$ cat config.mk
export PLATFORM = sky130hd
export DESIGN_NAME = pop3_scan_top
export DESIGN_NICKNAME = d
export VERILOG_FILES = /design/src/logic/csr_pkg.sv /design/src/logic/match_pkg.sv /design/src/logic/byte_ingest.sv /design/src/logic/csr_axil.sv /design/src/logic/keyword_dfa.sv /design/src/logic/pop3_scan_top.sv /design/src/logic/stream_context_matcher.sv
export SDC_FILE = /design/constraint.sdc
export NUM_CORES = 1
export LEC_CHECK = 0
export BUFFER_PORTS_ARGS = -buffer_cell sky130_fd_sc_hd__buf_2
export CORE_AREA = 10 10 238 240
export CTS_CLUSTER_DIAMETER = 30
export DETAILED_ROUTE_END_ITERATION = 10
export DIE_AREA = 0 0 248 250
export PLACE_DENSITY = 0.65
export SKIP_LAST_GASP = 1
export SLEW_MARGIN = 20
export SYNTH_ARGS = -nofsm -noshare
export SYNTH_HDL_FRONTEND = slang
export SYNTH_HIERARCHICAL = 1
export SYNTH_SLANG_ARGS = --single-unit
$ cat constraint.sdc
create_clock -name clk -period 3.54 [get_ports clk]
set_input_delay 0 -clock clk [delete_from_list [all_inputs] [get_ports clk]]
set_output_delay 0 -clock clk [all_outputs]
set_load 0.03 [all_outputs]
$ cat src/logic/csr_pkg.sv
// AXI4-Lite register map of the scanner
package csr_pkg;

  // Bus widths
  localparam int AXIL_ADDR_W = 4;
  localparam int AXIL_DATA_W = 32;

  // Enable bits for streams 0 to 31, read/write
  localparam logic [AXIL_ADDR_W-1:0] REG_ENABLE_LO = 4'h0;
  // Enable bits for streams 32 to 63, read/write
  localparam logic [AXIL_ADDR_W-1:0] REG_ENABLE_HI = 4'h4;
  // Matched packet count, read only
  localparam logic [AXIL_ADDR_W-1:0] REG_MATCH_CNT = 4'h8;
  // Scanned packet count, read only
  localparam logic [AXIL_ADDR_W-1:0] REG_PKT_CNT   = 4'hC;

  // Response codes on B and R
  localparam logic [1:0] RESP_OKAY   = 2'b00;
  localparam logic [1:0] RESP_SLVERR = 2'b10;

endpackage

$ cat src/logic/match_pkg.sv
// Constants shared by the byte ingest and the keyword scanner
package match_pkg;

  // Stream id carried on the sop byte
  localparam int STREAM_ID_W = 6;

  // One context slot per possible stream id
  localparam int NUM_STREAMS = 64;

  // DFA state encoding
  // 0 means nothing matched yet, 1..4 count keyword bytes seen
  // 5 is only reached transiently on the accepting byte
  localparam int DFA_STATE_W = 3;

  // Keyword length in bytes
  localparam int KW_LEN = 5;

  // Keyword "PASS " with the first byte in the top 8 bits
  localparam logic [8*KW_LEN-1:0] KEYWORD = {
    8'h50,
    8'h41,
    8'h53,
    8'h53,
    8'h20
  };

  // First keyword byte, used as the restart point on a mismatch
  localparam logic [7:0] KW_FIRST = KEYWORD[8*KW_LEN-1 -: 8];

  // Width of the matched and scanned packet counters
  localparam int CNT_W = 16;

endpackage

$ cat src/logic/byte_ingest.sv
`timescale 1ns/1ps

module byte_ingest
  import match_pkg::*;
#(
  parameter int NUM_STREAMS = match_pkg::NUM_STREAMS
) (
  input  logic                   clk,
  input  logic                   rst_n,
  input  logic                   in_valid,
  input  logic [7:0]             in_data,
  input  logic                   in_sop,
  input  logic                   in_eop,
  input  logic [STREAM_ID_W-1:0] in_stream_id,
  output logic                   in_ready,
  output logic                   load_state,
  output logic                   load_new,
  output logic [STREAM_ID_W-1:0] load_stream_id,
  output logic                   char_valid,
  output logic [7:0]             char_data,
  output logic                   pkt_end
);

  // BOOT keeps in_ready low until the first cycle after reset
  typedef enum logic [2:0] {
    ST_BOOT,
    ST_IDLE,
    ST_LOAD,
    ST_SCAN,
    ST_DRAIN
  } ingest_state_t;

  ingest_state_t state_q;
  logic [1:0] drain_cnt;
  // Streams that have had at least one packet loaded
  logic [NUM_STREAMS-1:0] seen;
  // sop byte parked across the context load cycle
  logic [7:0] hold_data;
  logic       hold_eop;
  logic       accept;

  // Ready only while waiting for sop or scanning packet bytes
  assign in_ready = (state_q == ST_IDLE) || (state_q == ST_SCAN);
  assign accept   = in_valid && in_ready;

  // Context load request goes out with the sop byte itself
  assign load_state     = (state_q == ST_IDLE) && accept && in_sop;
  assign load_stream_id = in_stream_id;
  assign load_new       = !seen[in_stream_id];

  // Load cycle replays the parked sop byte, scan passes bytes straight on
  assign char_valid = (state_q == ST_LOAD) || ((state_q == ST_SCAN) && in_valid);
  assign char_data  = (state_q == ST_LOAD) ? hold_data : in_data;

  // Third drain cycle, when the last accept has reached the matcher output
  assign pkt_end = (state_q == ST_DRAIN) && (drain_cnt == 2'd2);

  always_ff @(posedge clk) begin
    if (!rst_n) begin
      state_q   <= ST_BOOT;
      drain_cnt <= 2'd0;
      seen      <= '0;
    end else begin
      case (state_q)
        ST_BOOT: state_q <= ST_IDLE;
        // Bytes outside a packet are dropped
        ST_IDLE: if (load_state) state_q <= ST_LOAD;
        // Single byte packet goes straight to drain
        ST_LOAD: state_q <= hold_eop ? ST_DRAIN : ST_SCAN;
        ST_SCAN: if (accept && in_eop) state_q <= ST_DRAIN;
        ST_DRAIN: begin
          drain_cnt <= drain_cnt + 2'd1;
          if (drain_cnt == 2'd2)
          begin
            drain_cnt <= 2'd0;
            state_q   <= ST_IDLE;
          end
        end
        default: state_q <= ST_IDLE;
      endcase
      // First load marks the stream as known
      if (load_state)
        seen[in_stream_id] <= 1'b1;
    end
  end

  always_ff @(posedge clk) begin
    if (load_state)
    begin
      hold_data <= in_data;
      hold_eop  <= in_eop;
    end
  end

endmodule

$ cat src/logic/csr_axil.sv
`timescale 1ns/1ps

module csr_axil
  import match_pkg::*;
  import csr_pkg::*;
#(
  parameter int NUM_STREAMS = match_pkg::NUM_STREAMS
) (
  input  logic                     clk,
  input  logic                     rst_n,
  input  logic                     s_axil_awvalid,
  input  logic [AXIL_ADDR_W-1:0]   s_axil_awaddr,
  output logic                     s_axil_awready,
  input  logic                     s_axil_wvalid,
  input  logic [AXIL_DATA_W-1:0]   s_axil_wdata,
  input  logic [AXIL_DATA_W/8-1:0] s_axil_wstrb,
  output logic                     s_axil_wready,
  output logic                     s_axil_bvalid,
  output logic [1:0]               s_axil_bresp,
  input  logic                     s_axil_bready,
  input  logic                     s_axil_arvalid,
  input  logic [AXIL_ADDR_W-1:0]   s_axil_araddr,
  output logic                     s_axil_arready,
  output logic                     s_axil_rvalid,
  output logic [AXIL_DATA_W-1:0]   s_axil_rdata,
  output logic [1:0]               s_axil_rresp,
  input  logic                     s_axil_rready,
  input  logic [CNT_W-1:0]         match_count,
  input  logic [CNT_W-1:0]         pkt_count,
  output logic [NUM_STREAMS-1:0]   enable_mask
);

  // Enable bits as two bus words
  logic [AXIL_DATA_W-1:0]   enable_lo;
  logic [AXIL_DATA_W-1:0]   enable_hi;
  logic [2*AXIL_DATA_W-1:0] enable_all;

  // Write address and data captured on their own
  logic                     aw_full;
  logic                     w_full;
  logic [AXIL_ADDR_W-1:0]   aw_addr_q;
  logic [AXIL_DATA_W-1:0]   wdata_q;
  logic [AXIL_DATA_W/8-1:0] wstrb_q;
  logic                     wr_commit;

  // Read decode
  logic [AXIL_DATA_W-1:0] rd_data;
  logic [1:0]             rd_resp;

  assign enable_all  = {enable_hi, enable_lo};
  assign enable_mask = enable_all[NUM_STREAMS-1:0];

  // One slot per channel, freed when the write commits
  assign s_axil_awready = !aw_full;
  assign s_axil_wready  = !w_full;
  assign s_axil_arready = !s_axil_rvalid;
  // Commit waits until the previous B has been taken
  assign wr_commit = aw_full && w_full && !s_axil_bvalid;

  // Byte lanes of a write word under strobe
  function automatic logic [AXIL_DATA_W-1:0] apply_strb(
    input logic [AXIL_DATA_W-1:0]   old_val,
    input logic [AXIL_DATA_W-1:0]   new_val,
    input logic [AXIL_DATA_W/8-1:0] strb
  );
    apply_strb = old_val;
    for (int i = 0; i < AXIL_DATA_W/8; i++)
      if (strb[i])
        apply_strb[8*i +: 8] = new_val[8*i +: 8];
  endfunction

  always_ff @(posedge clk) begin
    if (s_axil_awvalid && s_axil_awready)
      aw_addr_q <= s_axil_awaddr;
    if (s_axil_wvalid && s_axil_wready)
    begin
      wdata_q <= s_axil_wdata;
      wstrb_q <= s_axil_wstrb;
    end
  end

  always_ff @(posedge clk) begin
    if (!rst_n) begin
      aw_full       <= 1'b0;
      w_full        <= 1'b0;
      s_axil_bvalid <= 1'b0;
      s_axil_bresp  <= RESP_OKAY;
      enable_lo     <= '0;
      enable_hi     <= '0;
    end else begin
      if (s_axil_awvalid && s_axil_awready)
        aw_full <= 1'b1;
      if (s_axil_wvalid && s_axil_wready)
        w_full <= 1'b1;
      if (s_axil_bvalid && s_axil_bready)
        s_axil_bvalid <= 1'b0;
      if (wr_commit)
      begin
        aw_full       <= 1'b0;
        w_full        <= 1'b0;
        s_axil_bvalid <= 1'b1;
        s_axil_bresp  <= RESP_OKAY;
        case (aw_addr_q)
          REG_ENABLE_LO: enable_lo <= apply_strb(enable_lo, wdata_q, wstrb_q);
          REG_ENABLE_HI: enable_hi <= apply_strb(enable_hi, wdata_q, wstrb_q);
          // Counters ignore writes
          REG_MATCH_CNT, REG_PKT_CNT: ;
          default: s_axil_bresp <= RESP_SLVERR;
        endcase
      end
    end
  end

  // Counters read back zero extended
  always_comb begin
    rd_resp = RESP_OKAY;
    case (s_axil_araddr)
      REG_ENABLE_LO: rd_data = enable_lo;
      REG_ENABLE_HI: rd_data = enable_hi;
      REG_MATCH_CNT: rd_data = AXIL_DATA_W'(match_count);
      REG_PKT_CNT:   rd_data = AXIL_DATA_W'(pkt_count);
      default:
      begin
        rd_data = '0;
        rd_resp = RESP_SLVERR;
      end
    endcase
  end

  always_ff @(posedge clk) begin
    if (s_axil_arvalid && s_axil_arready)
    begin
      s_axil_rdata <= rd_data;
      s_axil_rresp <= rd_resp;
    end
  end

  // R held until rready
  always_ff @(posedge clk) begin
    if (!rst_n)
      s_axil_rvalid <= 1'b0;
    else if (s_axil_arvalid && s_axil_arready)
      s_axil_rvalid <= 1'b1;
    else if (s_axil_rready)
      s_axil_rvalid <= 1'b0;
  end

endmodule

$ cat src/logic/keyword_dfa.sv
`timescale 1ns/1ps

module keyword_dfa
  import match_pkg::*;
(
  input  logic                   clk,
  input  logic                   rst_n,
  input  logic                   state_in_vld,
  input  logic [DFA_STATE_W-1:0] state_in,
  input  logic                   char_in_vld,
  input  logic [7:0]             char_in,
  output logic [DFA_STATE_W-1:0] state_out,
  output logic                   accept_out
);

  logic [DFA_STATE_W-1:0] step;
  logic [DFA_STATE_W-1:0] state_next;
  logic                   hit;

  // Keyword byte expected at a given state, none past the end
  function automatic logic kw_match(input logic [DFA_STATE_W-1:0] idx, input logic [7:0] ch);
    kw_match = 1'b0;
    if (int'(idx) < KW_LEN)
      kw_match = (ch == KEYWORD[8*(KW_LEN-1-int'(idx)) +: 8]);
  endfunction

  always_comb begin
    // Keyword has no self overlap, so a mismatch restarts at P or at zero
    if (kw_match(state_out, char_in))
      step = state_out + 1'b1;
    else if (char_in == KW_FIRST)
      step = DFA_STATE_W'(1);
    else
      step = '0;
    hit        = (int'(step) == KW_LEN);
    state_next = step;
    // Full keyword seen, scan on from a fresh start
    if (hit)
      state_next = (char_in == KW_FIRST) ? DFA_STATE_W'(1) : '0;
  end

  always_ff @(posedge clk) begin
    if (!rst_n) begin
      state_out  <= '0;
      accept_out <= 1'b0;
    end else begin
      accept_out <= 1'b0;
      // Restore from saved context wins over scanning
      if (state_in_vld)
        state_out <= state_in;
      else if (char_in_vld)
      begin
        state_out  <= state_next;
        accept_out <= hit;
      end
    end
  end

endmodule

$ cat src/logic/pop3_scan_top.sv
`timescale 1ns/1ps

module pop3_scan_top
  import match_pkg::*;
  import csr_pkg::*;
#(
  parameter int NUM_STREAMS = match_pkg::NUM_STREAMS
) (
  input  logic                     clk,
  input  logic                     rst_n,
  // Byte stream
  input  logic                     in_valid,
  input  logic [7:0]               in_data,
  input  logic                     in_sop,
  input  logic                     in_eop,
  input  logic [STREAM_ID_W-1:0]   in_stream_id,
  output logic                     in_ready,
  // Register bus
  input  logic                     s_axil_awvalid,
  input  logic [AXIL_ADDR_W-1:0]   s_axil_awaddr,
  output logic                     s_axil_awready,
  input  logic                     s_axil_wvalid,
  input  logic [AXIL_DATA_W-1:0]   s_axil_wdata,
  input  logic [AXIL_DATA_W/8-1:0] s_axil_wstrb,
  output logic                     s_axil_wready,
  output logic                     s_axil_bvalid,
  output logic [1:0]               s_axil_bresp,
  input  logic                     s_axil_bready,
  input  logic                     s_axil_arvalid,
  input  logic [AXIL_ADDR_W-1:0]   s_axil_araddr,
  output logic                     s_axil_arready,
  output logic                     s_axil_rvalid,
  output logic [AXIL_DATA_W-1:0]   s_axil_rdata,
  output logic [1:0]               s_axil_rresp,
  input  logic                     s_axil_rready,
  // Per packet report
  output logic                     pkt_done,
  output logic                     pkt_fired
);

  // Ingest to matcher
  logic                   load_state;
  logic                   load_new;
  logic [STREAM_ID_W-1:0] load_stream_id;
  logic                   char_valid;
  logic [7:0]             char_data;
  logic                   pkt_end;
  // Matcher to and from registers
  logic [NUM_STREAMS-1:0] enable_mask;
  logic [CNT_W-1:0]       match_count;
  logic [CNT_W-1:0]       pkt_count;

  byte_ingest #(
    .NUM_STREAMS (NUM_STREAMS)
  ) u_byte_ingest (
    .clk            (clk),
    .rst_n          (rst_n),
    .in_valid       (in_valid),
    .in_data        (in_data),
    .in_sop         (in_sop),
    .in_eop         (in_eop),
    .in_stream_id   (in_stream_id),
    .in_ready       (in_ready),
    .load_state     (load_state),
    .load_new       (load_new),
    .load_stream_id (load_stream_id),
    .char_valid     (char_valid),
    .char_data      (char_data),
    .pkt_end        (pkt_end)
  );

  stream_context_matcher #(
    .NUM_STREAMS (NUM_STREAMS)
  ) u_matcher (
    .clk            (clk),
    .rst_n          (rst_n),
    .load_state     (load_state),
    .load_new       (load_new),
    .load_stream_id (load_stream_id),
    .char_valid     (char_valid),
    .char_data      (char_data),
    .pkt_end        (pkt_end),
    .enable_mask    (enable_mask),
    .match_count    (match_count),
    .pkt_count      (pkt_count),
    .pkt_done       (pkt_done),
    .pkt_fired      (pkt_fired)
  );

  csr_axil #(
    .NUM_STREAMS (NUM_STREAMS)
  ) u_csr_axil (
    .clk            (clk),
    .rst_n          (rst_n),
    .s_axil_awvalid (s_axil_awvalid),
    .s_axil_awaddr  (s_axil_awaddr),
    .s_axil_awready (s_axil_awready),
    .s_axil_wvalid  (s_axil_wvalid),
    .s_axil_wdata   (s_axil_wdata),
    .s_axil_wstrb   (s_axil_wstrb),
    .s_axil_wready  (s_axil_wready),
    .s_axil_bvalid  (s_axil_bvalid),
    .s_axil_bresp   (s_axil_bresp),
    .s_axil_bready  (s_axil_bready),
    .s_axil_arvalid (s_axil_arvalid),
    .s_axil_araddr  (s_axil_araddr),
    .s_axil_arready (s_axil_arready),
    .s_axil_rvalid  (s_axil_rvalid),
    .s_axil_rdata   (s_axil_rdata),
    .s_axil_rresp   (s_axil_rresp),
    .s_axil_rready  (s_axil_rready),
    .match_count    (match_count),
    .pkt_count      (pkt_count),
    .enable_mask    (enable_mask)
  );

endmodule

$ cat src/logic/stream_context_matcher.sv
`timescale 1ns/1ps

module stream_context_matcher
  import match_pkg::*;
#(
  parameter int NUM_STREAMS = match_pkg::NUM_STREAMS
) (
  input  logic                   clk,
  input  logic                   rst_n,
  input  logic                   load_state,
  input  logic                   load_new,
  input  logic [STREAM_ID_W-1:0] load_stream_id,
  input  logic                   char_valid,
  input  logic [7:0]             char_data,
  input  logic                   pkt_end,
  input  logic [NUM_STREAMS-1:0] enable_mask,
  output logic [CNT_W-1:0]       match_count,
  output logic [CNT_W-1:0]       pkt_count,
  output logic                   pkt_done,
  output logic                   pkt_fired
);

  // Saved DFA state per stream
  logic [DFA_STATE_W-1:0] state_mem [NUM_STREAMS];
  // Stream of the packet in flight
  logic [STREAM_ID_W-1:0] cur_stream;
  // Set on any accept within the current packet
  logic speculative_match;
  logic fired_now;
  logic stream_enabled;

  // Registered DFA inputs
  logic                   state_in_vld_r;
  logic [DFA_STATE_W-1:0] state_in_r;
  logic                   char_in_vld_r;
  logic [7:0]             char_in_r;

  // DFA outputs and their registered copies
  logic [DFA_STATE_W-1:0] state_out;
  logic                   accept_out;
  logic [DFA_STATE_W-1:0] state_out_r;
  logic                   accept_out_r;

  assign stream_enabled = enable_mask[cur_stream];
  // Last byte's accept lands on the pkt_end cycle itself
  assign fired_now = speculative_match || accept_out_r;

  // Context memory, cleared on first use and written back at packet end
  always_ff @(posedge clk) begin
    if (load_state && load_new)
      state_mem[load_stream_id] <= '0;
    else if (pkt_end && stream_enabled)
      state_mem[cur_stream] <= state_out_r;
  end

  // New stream starts from zero, else restore the saved state
  always_ff @(posedge clk) begin
    if (load_state)
    begin
      state_in_r <= load_new ? '0 : state_mem[load_stream_id];
      cur_stream <= load_stream_id;
    end
    char_in_r   <= char_data;
    state_out_r <= state_out;
  end

  always_ff @(posedge clk) begin
    if (!rst_n) begin
      state_in_vld_r <= 1'b0;
      char_in_vld_r  <= 1'b0;
      accept_out_r   <= 1'b0;
    end else begin
      state_in_vld_r <= load_state;
      char_in_vld_r  <= char_valid;
      accept_out_r   <= accept_out;
    end
  end

  keyword_dfa u_keyword_dfa (
    .clk          (clk),
    .rst_n        (rst_n),
    .state_in_vld (state_in_vld_r),
    .state_in     (state_in_r),
    .char_in_vld  (char_in_vld_r),
    .char_in      (char_in_r),
    .state_out    (state_out),
    .accept_out   (accept_out)
  );

  // Match flag, counters and packet report
  always_ff @(posedge clk) begin
    if (!rst_n) begin
      speculative_match <= 1'b0;
      match_count       <= '0;
      pkt_count         <= '0;
      pkt_done          <= 1'b0;
      pkt_fired         <= 1'b0;
    end else begin
      pkt_done  <= pkt_end;
      pkt_fired <= 1'b0;
      if (load_state)
        speculative_match <= 1'b0;
      else if (accept_out_r)
        speculative_match <= 1'b1;
      if (pkt_end)
      begin
        // Every finished packet counts as scanned
        pkt_count <= pkt_count + 1'b1;
        // Disabled stream reports no match
        if (stream_enabled)
        begin
          match_count <= match_count + CNT_W'(fired_now);
          pkt_fired   <= fired_now;
        end
      end
    end
  end

endmodule

# Word level (Yosys, flattened, before mapping)
# Memories as Yosys holds them, arrays and structs flattened. A register that Yosys moved wholly into a read port is not among the register bits.
# Index checks and enable logic that the tools add are counted.
word_totals:
  regBits: 281
  latch_bits: 0
  ram_bits: 192
  mem_bits_ro: 0
  in_bits: 68
  n_memories: 1
classes:
  add_sub_neg: 5
  multipliers: 0
  n_div: 0
  n_lt_le_gt_ge: 4
  eq_ne: 17
  shifts: 1
  muxes: 34
  n_bitwise: 3
  n_reduce_logical: 46
mem_list:
  columns: ["memory", "depth", "word_bits", "rd", "rd_clocked_by_memory_dff", "write_ports", "line", "rtl"]
  rows:
  - ["u_matcher.state_mem", 64, 3, 1, 1, 1, "stream_context_matcher.sv:24", "logic [DFA_STATE_W-1:0] state_mem [NUM_STREAMS];"]
ops:
  columns: ["cell", "n"]
  rows:
  - ["case mux 32 bit (4 select lines)", 1]
  - ["bitwise OR 64 bit", 1]
  - ["variable part select 40 x 7 -> 8 bit, first input constant", 1]
  - ["AND reduction 3 bit", 10]
  - ["two-way mux 3 bit", 9]
  - ["adder 16 x 1 -> 16 bit", 1]
  - ["adder 16 x 1 -> 16 bit, second input constant", 1]
  - ["== test 4 bit, second input constant", 4]
  - ["logical AND 1 bit", 15]
  - ["two-way mux 1 bit", 15]
  - ["less-than comparator 6 x 7 -> 1 bit, second input constant", 2]
  - ["binary-select mux 1 bit (select 6 bit)", 2]
  - ["case mux 3 bit (4 select lines)", 1]
  - ["== test 4 x 3 -> 1 bit, second input constant", 2]
  - ["== test 8 x 7 -> 1 bit, second input constant", 1]
  - ["== test 8 bit", 1]
  - ["logical NOT 4 bit", 2]
  - ["two-way mux 8 bit", 1]
  - ["OR reduction 4 bit", 2]
  - ["demux 1 bit (select 6 bit)", 1]
  - ["== test 3 x 2 -> 1 bit, second input constant", 2]
  - ["== test 3 bit, second input constant", 2]
  - ["greater-or-equal comparator 6 x 1 -> 1 bit, second input constant", 1]
  - ["logical NOT 1 bit", 6]
  - ["other kinds (16)", 26]

# Longest topological paths before layout
logic_depth:
  depth_word: 10
  depth_mapped: 14

# Hierarchy
# Netlist, hierarchy kept.
modules_own_cells:
  columns: ["module", "instances", "cells_per_inst", "area_per_inst_um2", "seq_area_each_um2"]
  rows:
  - ["stream_context_matcher", 1, 670, 10930.5, 7016.7]
  - ["csr_axil", 1, 432, 5506.5, 3573.4]
  - ["byte_ingest", 1, 367, 3520.9, 1651.6]
  - ["keyword_dfa", 1, 65, 525.5, 80.1]

# Least setup slack after synthesis
# No wires, ideal clock.
synth_path:
  kind: "register -> register"
  startpoint: "register u_matcher.cur_stream[0]"
  endpoint: "memory u_matcher.state_mem[0][0] (data pin)"
  arrival_time_ps: 2782
  slack_ps: 391
  path_stages_with_launch: 9
  path_buffers: 3
  period_less_slack_ps: 3149
  path_cell_list: "edfxtp_1 -> buf_6 -> buf_12 -> mux4_2 -> mux2i_1 -> a221oi_1 -> a22o_1 -> buf_2 -> and3_1"
synth_via:
  elab_chain_len: 8
synth_lines:
  columns: ["element", "line", "rtl"]
  rows:
  - ["start, declared", "stream_context_matcher.sv:26", "logic [STREAM_ID_W-1:0] cur_stream;"]
  - ["start signal, assigned", "stream_context_matcher.sv:61", "cur_stream <= load_stream_id;"]
  - ["binary-select mux 1 bit (select 6 bit)", "stream_context_matcher.sv:44", "assign stream_enabled = enable_mask[cur_stream];"]
  - ["two-way mux 1 bit (implied by the code)", "stream_context_matcher.sv:44", null]
  - ["logical AND 1 bit", "stream_context_matcher.sv:52", "else if (pkt_end && stream_enabled)"]
  - ["two-way mux 1 bit", "stream_context_matcher.sv:52", null]
  - ["two-way mux 1 bit", "stream_context_matcher.sv:50", "if (load_state && load_new)"]
  - ["two-way mux 1 bit (implied by the code)", "stream_context_matcher.sv:53", "state_mem[cur_stream] <= state_out_r;"]
  - ["OR reduction 3 bit (no line)", null, null]
  - ["two-way mux 3 bit (no line)", null, null]
  - ["end, declared", "stream_context_matcher.sv:24", null]
# No other way between the ends. The select of a mux whose other input is x is not followed.

# Final worst setup path
layout_path:
  startpoint: "register u_matcher.cur_stream[0]"
  endpoint: "memory u_matcher.state_mem[31][2] (enable)"
layout_via:
  elab_chain_len: 8
layout_lines:
  columns: ["element", "line"]
  rows:
  - ["binary-select mux 1 bit (select 6 bit)", "stream_context_matcher.sv:44"]
  - ["two-way mux 1 bit (implied by the code)", "stream_context_matcher.sv:44"]
  - ["logical AND 1 bit", "stream_context_matcher.sv:52"]
  - ["two-way mux 1 bit", "stream_context_matcher.sv:52"]
  - ["two-way mux 1 bit", "stream_context_matcher.sv:50"]
  - ["two-way mux 1 bit (implied by the code)", "stream_context_matcher.sv:53"]
  - ["OR reduction 3 bit (no line)", null]
  - ["two-way mux 6 bit (no line) or two-way mux 1 bit (tied branches)", null]
# Parallel ways exist; a longest one is shown, timed or not. The select of a mux whose other input is x is not followed.

==> results.cfg <==
[outcome]
status = completed

[synth]
synth_cells = 1534
ys_warn_count = 6
ys_seq_elements = 474
ys_async_sr_fraction_pct = 0
synth_enable_flop_cells = 283
synth_cell_types = 88
synth.cell_area_sq_mm = 0.0205
yosysSeqAreaShare_pct = 60.2
synth_flop_cell = edfxtp_1
avgSynthCellArea_sq_um = 13.4

[route]
first_pass_iters = 5
vias = 13800
totalWireLength_um = 51400
vias_per_cell = 5.52
drt-wirelength-per-cell_um = 20.5
drt_iter0_drc = 1158
ant_nets = 0
drcViolationCount = 0

[die]
dieArea_sq_mm = 0.0620
io-pin-count = 112
die_y_um = 250
die_x_um = 248
start_util_pct = 39.4
core_sq_mm = 0.0520
rows = 84

[global_routing]
grt_pass1_wl_um = 80700
grt_pass1_vias = 14200
grt_antenna_before_repair = 0
overflow = 0
grt_usage_pct = 16.3
grt_max_degree = 120

[run]
drv_cap = 0

[setup_path]
arrival_ns = 3.60
crit_top_cell = a22oi_2
required_ns = 3.80
start_kind = flip-flop
slowest_delay_ns = 0.56
cpMaxStageDelayCell = mux4_2
crit_chain = buf_12, mux4_2, a22oi_2, a41oi_2, a22oi_2, buf_4, o2111ai_2, a22oi_1
worstPathMaxFanout = 16
cp-end-kind = flip-flop
critPathKind = reg -> reg

[timing]
worst_pin_slew_ns = 1.05
timing.hold.ws_ns = 0.0956
final.setup.tns_ns = 0
period_minus_slack_ns = 3.34
layout_worst_path_cycle_share_pct = 94.5
fmax_mhz = 299
rsz0062_at_grt = false
report.final.slew_viol_count = 0
skew_ns = 0.0263
slew_headroom_pct = 29.9
setup_viol = 0
finalHoldViolations = 0

[finish]
stdcell_count = 2505
utilization_pct = 49.1
fin_nets = 1815
layout-drive-gt1-share_pct = 23.1
area_growth_pct = 24.8
diodes = 0

[clock_network]
htree_levels = 3
clock-sinks = 474
cts.clk_slew.worst_paths_ns = 0.05
clock_latency_ns = 0.61
clk_path_buf_depth = 3
numCtsBuffers = 89
cts_tree = built
clk_root_buffer_cell = clkbuf_16

[pwr]
p_per_area_mw_per_mm2 = 593
peakVddDrop_v = 0.000426
power_uw = 15200
power_leakage_uw = 0.00905

[placement]
dp_cells = 2269
hpwl_um = 32200
numPortBuffers = 109
gp_congestion = 0.836

[min_path]
hold_path_class = in -> reg
critical path, delay by kind of cell, from the launching register on:
| kind | cells | cell delay (ns) |
|---|---|---|
| DFF | 1 | 0.39 |
| buffers and inverters | 2 | 0.42 |
| muxes | 1 | 0.56 |
| AOI/OAI and AO/OA | 5 | 1.62 |
power breakdown:
part / switching [uW] / total [uW] / internal [uW] / leakage [uW]
Clock: 2950 / 8530 / 5580 / 0.00149
Sequential: 58.1 / 5960 / 5910 / 0.00434
Combinational: 406 / 666 / 260 / 0.00323
Total: 3420 / 15200 / 11700 / 0.00905
cell type report:
| type | instances | area [sq um] |
|---|---|---|
| fillers | 4377 | 26500 |
| flip-flops and latches | 474 | 12300 |
| multi-input cells | 930 | 7520 |
| clock buffers | 105 | 2390 |
| repair buffers | 227 | 1690 |
| well taps | 688 | 861 |
| clock inverters | 61 | 703 |
| inverters | 20 | 75.1 |
placed cells by master (no fill, tap or decap), types with 7 or more instances in the layout:
master / instances
a21boi_0: 8
a21oi_1: 42
a221o_1: 17
a22o_1: 17
a22oi_1: 34
and2_1: 21
and3_1: 18
buf_2: 107
buf_4: 45
bufinv_16: 9
clkbuf_1: 10
clkbuf_16: 93
clkinv_2: 9
clkinv_4: 7
clkinvlp_4: 11
dfxtp_1: 191
dlygate4sd3_1: 68
edfxtp_1: 283
inv_1: 19
inv_6: 11
mux2i_1: 95
mux4_2: 79
nand2_1: 139
nand2b_1: 14
nand3_1: 25
nand4_1: 19
nor2_1: 112
nor2b_1: 22
nor3_1: 8
nor3b_1: 8
o21a_1: 67
o21ai_0: 22
or3_1: 7
xnor2_1: 14
synthesized netlist by cell type, types with 21 or more instances:
master | n | area (sq um)
nand2_1 | 139 | 522
clkbuf_1 | 50 | 188
and2_1 | 21 | 131
mux4_2 | 79 | 1780
dfxtp_1 | 191 | 3820
a22oi_1 | 34 | 255
o21a_1 | 67 | 503
a21oi_1 | 42 | 210
mux2i_1 | 95 | 951
buf_2 | 28 | 140
nor2b_1 | 24 | 150
nand3_1 | 25 | 125
edfxtp_1 | 283 | 8500
nor2_1 | 112 | 420
o21ai_0 | 22 | 110
buf_4 | 24 | 180
path summary, 6_finish.rpt:
path / from / end / slack (ns) / cells after the start
hold / removal: s_axil_wdata[1] / u_csr_axil/wdata_q[1] / 0.1 / 2
hold reg to reg: u_matcher/u_keyword_dfa/accept_out / u_matcher/accept_out_r / 0.45 / 1
setup reg to reg: u_matcher/cur_stream[0] / u_matcher/state_mem[31][2] / 0.20 / 8
setup / recovery: u_matcher/cur_stream[0] / u_matcher/state_mem[31][2] / 0.20 / 8
metrics by stage:
step | worst slack (ns) | cell area, sq um
3_3_place_gp | 0.106 | 21800
2_1_floorplan | 0.391 | 20500
6_report | 0.196 | 25600
5_1_grt | 0.0316 | 25600
4_1_cts | 0.177 | 25500
3_5_place_dp | 0.0778 | 21800
layer usage:
layer	wire length, um	part of all wire, %	up-vias	global-route usage [%]
met3	2870	5.6	95	3.09
met2	25700	50	481	27.1
met4	1230	2.4	0	5.96
met5	0	0	-	0
met1	21500	42	6951	20.7
li1	-	-	6301	-
logic make-up after synthesis:
logic type	Yosys count	share of synthesized area, %
xor+xnor	17	0.727
buf+inv	131	3.27
fa+ha+maj	5	0.305
simple gates	440	10.8
mux	191	14.7
flops	474	60.2
other cells	1	0.0183
compound gates	275	10.0
state kept, by name (all words and copies together) (netlist names), 2 cells and up:
name,cells
u_byte_ingest/drain_cnt,2
u_byte_ingest/hold_data,8
u_byte_ingest/seen,64
u_byte_ingest/state_q,3
u_csr_axil/aw_addr_q,4
u_csr_axil/enable_hi,32
u_csr_axil/enable_lo,32
u_csr_axil/s_axil_rdata,32
u_csr_axil/wdata_q,32
u_csr_axil/wstrb_q,4
u_matcher/char_in_r,8
u_matcher/cur_stream,6
u_matcher/match_count,16
u_matcher/pkt_count,16
u_matcher/state_in_r,3
u_matcher/state_mem,192
u_matcher/state_out_r,3
u_matcher/u_keyword_dfa/state_out,3
timing repair:
item | 4_1_cts | 5_1_grt
gates resized for setup | 0 | 0
buffers inserted | 0 | 2
hold buffers | 68 | 0
hold endpoints to repair | 206 | 0
endpoints found under the setup margin | 0 | 9
Power figures use the tool's default switching activity.
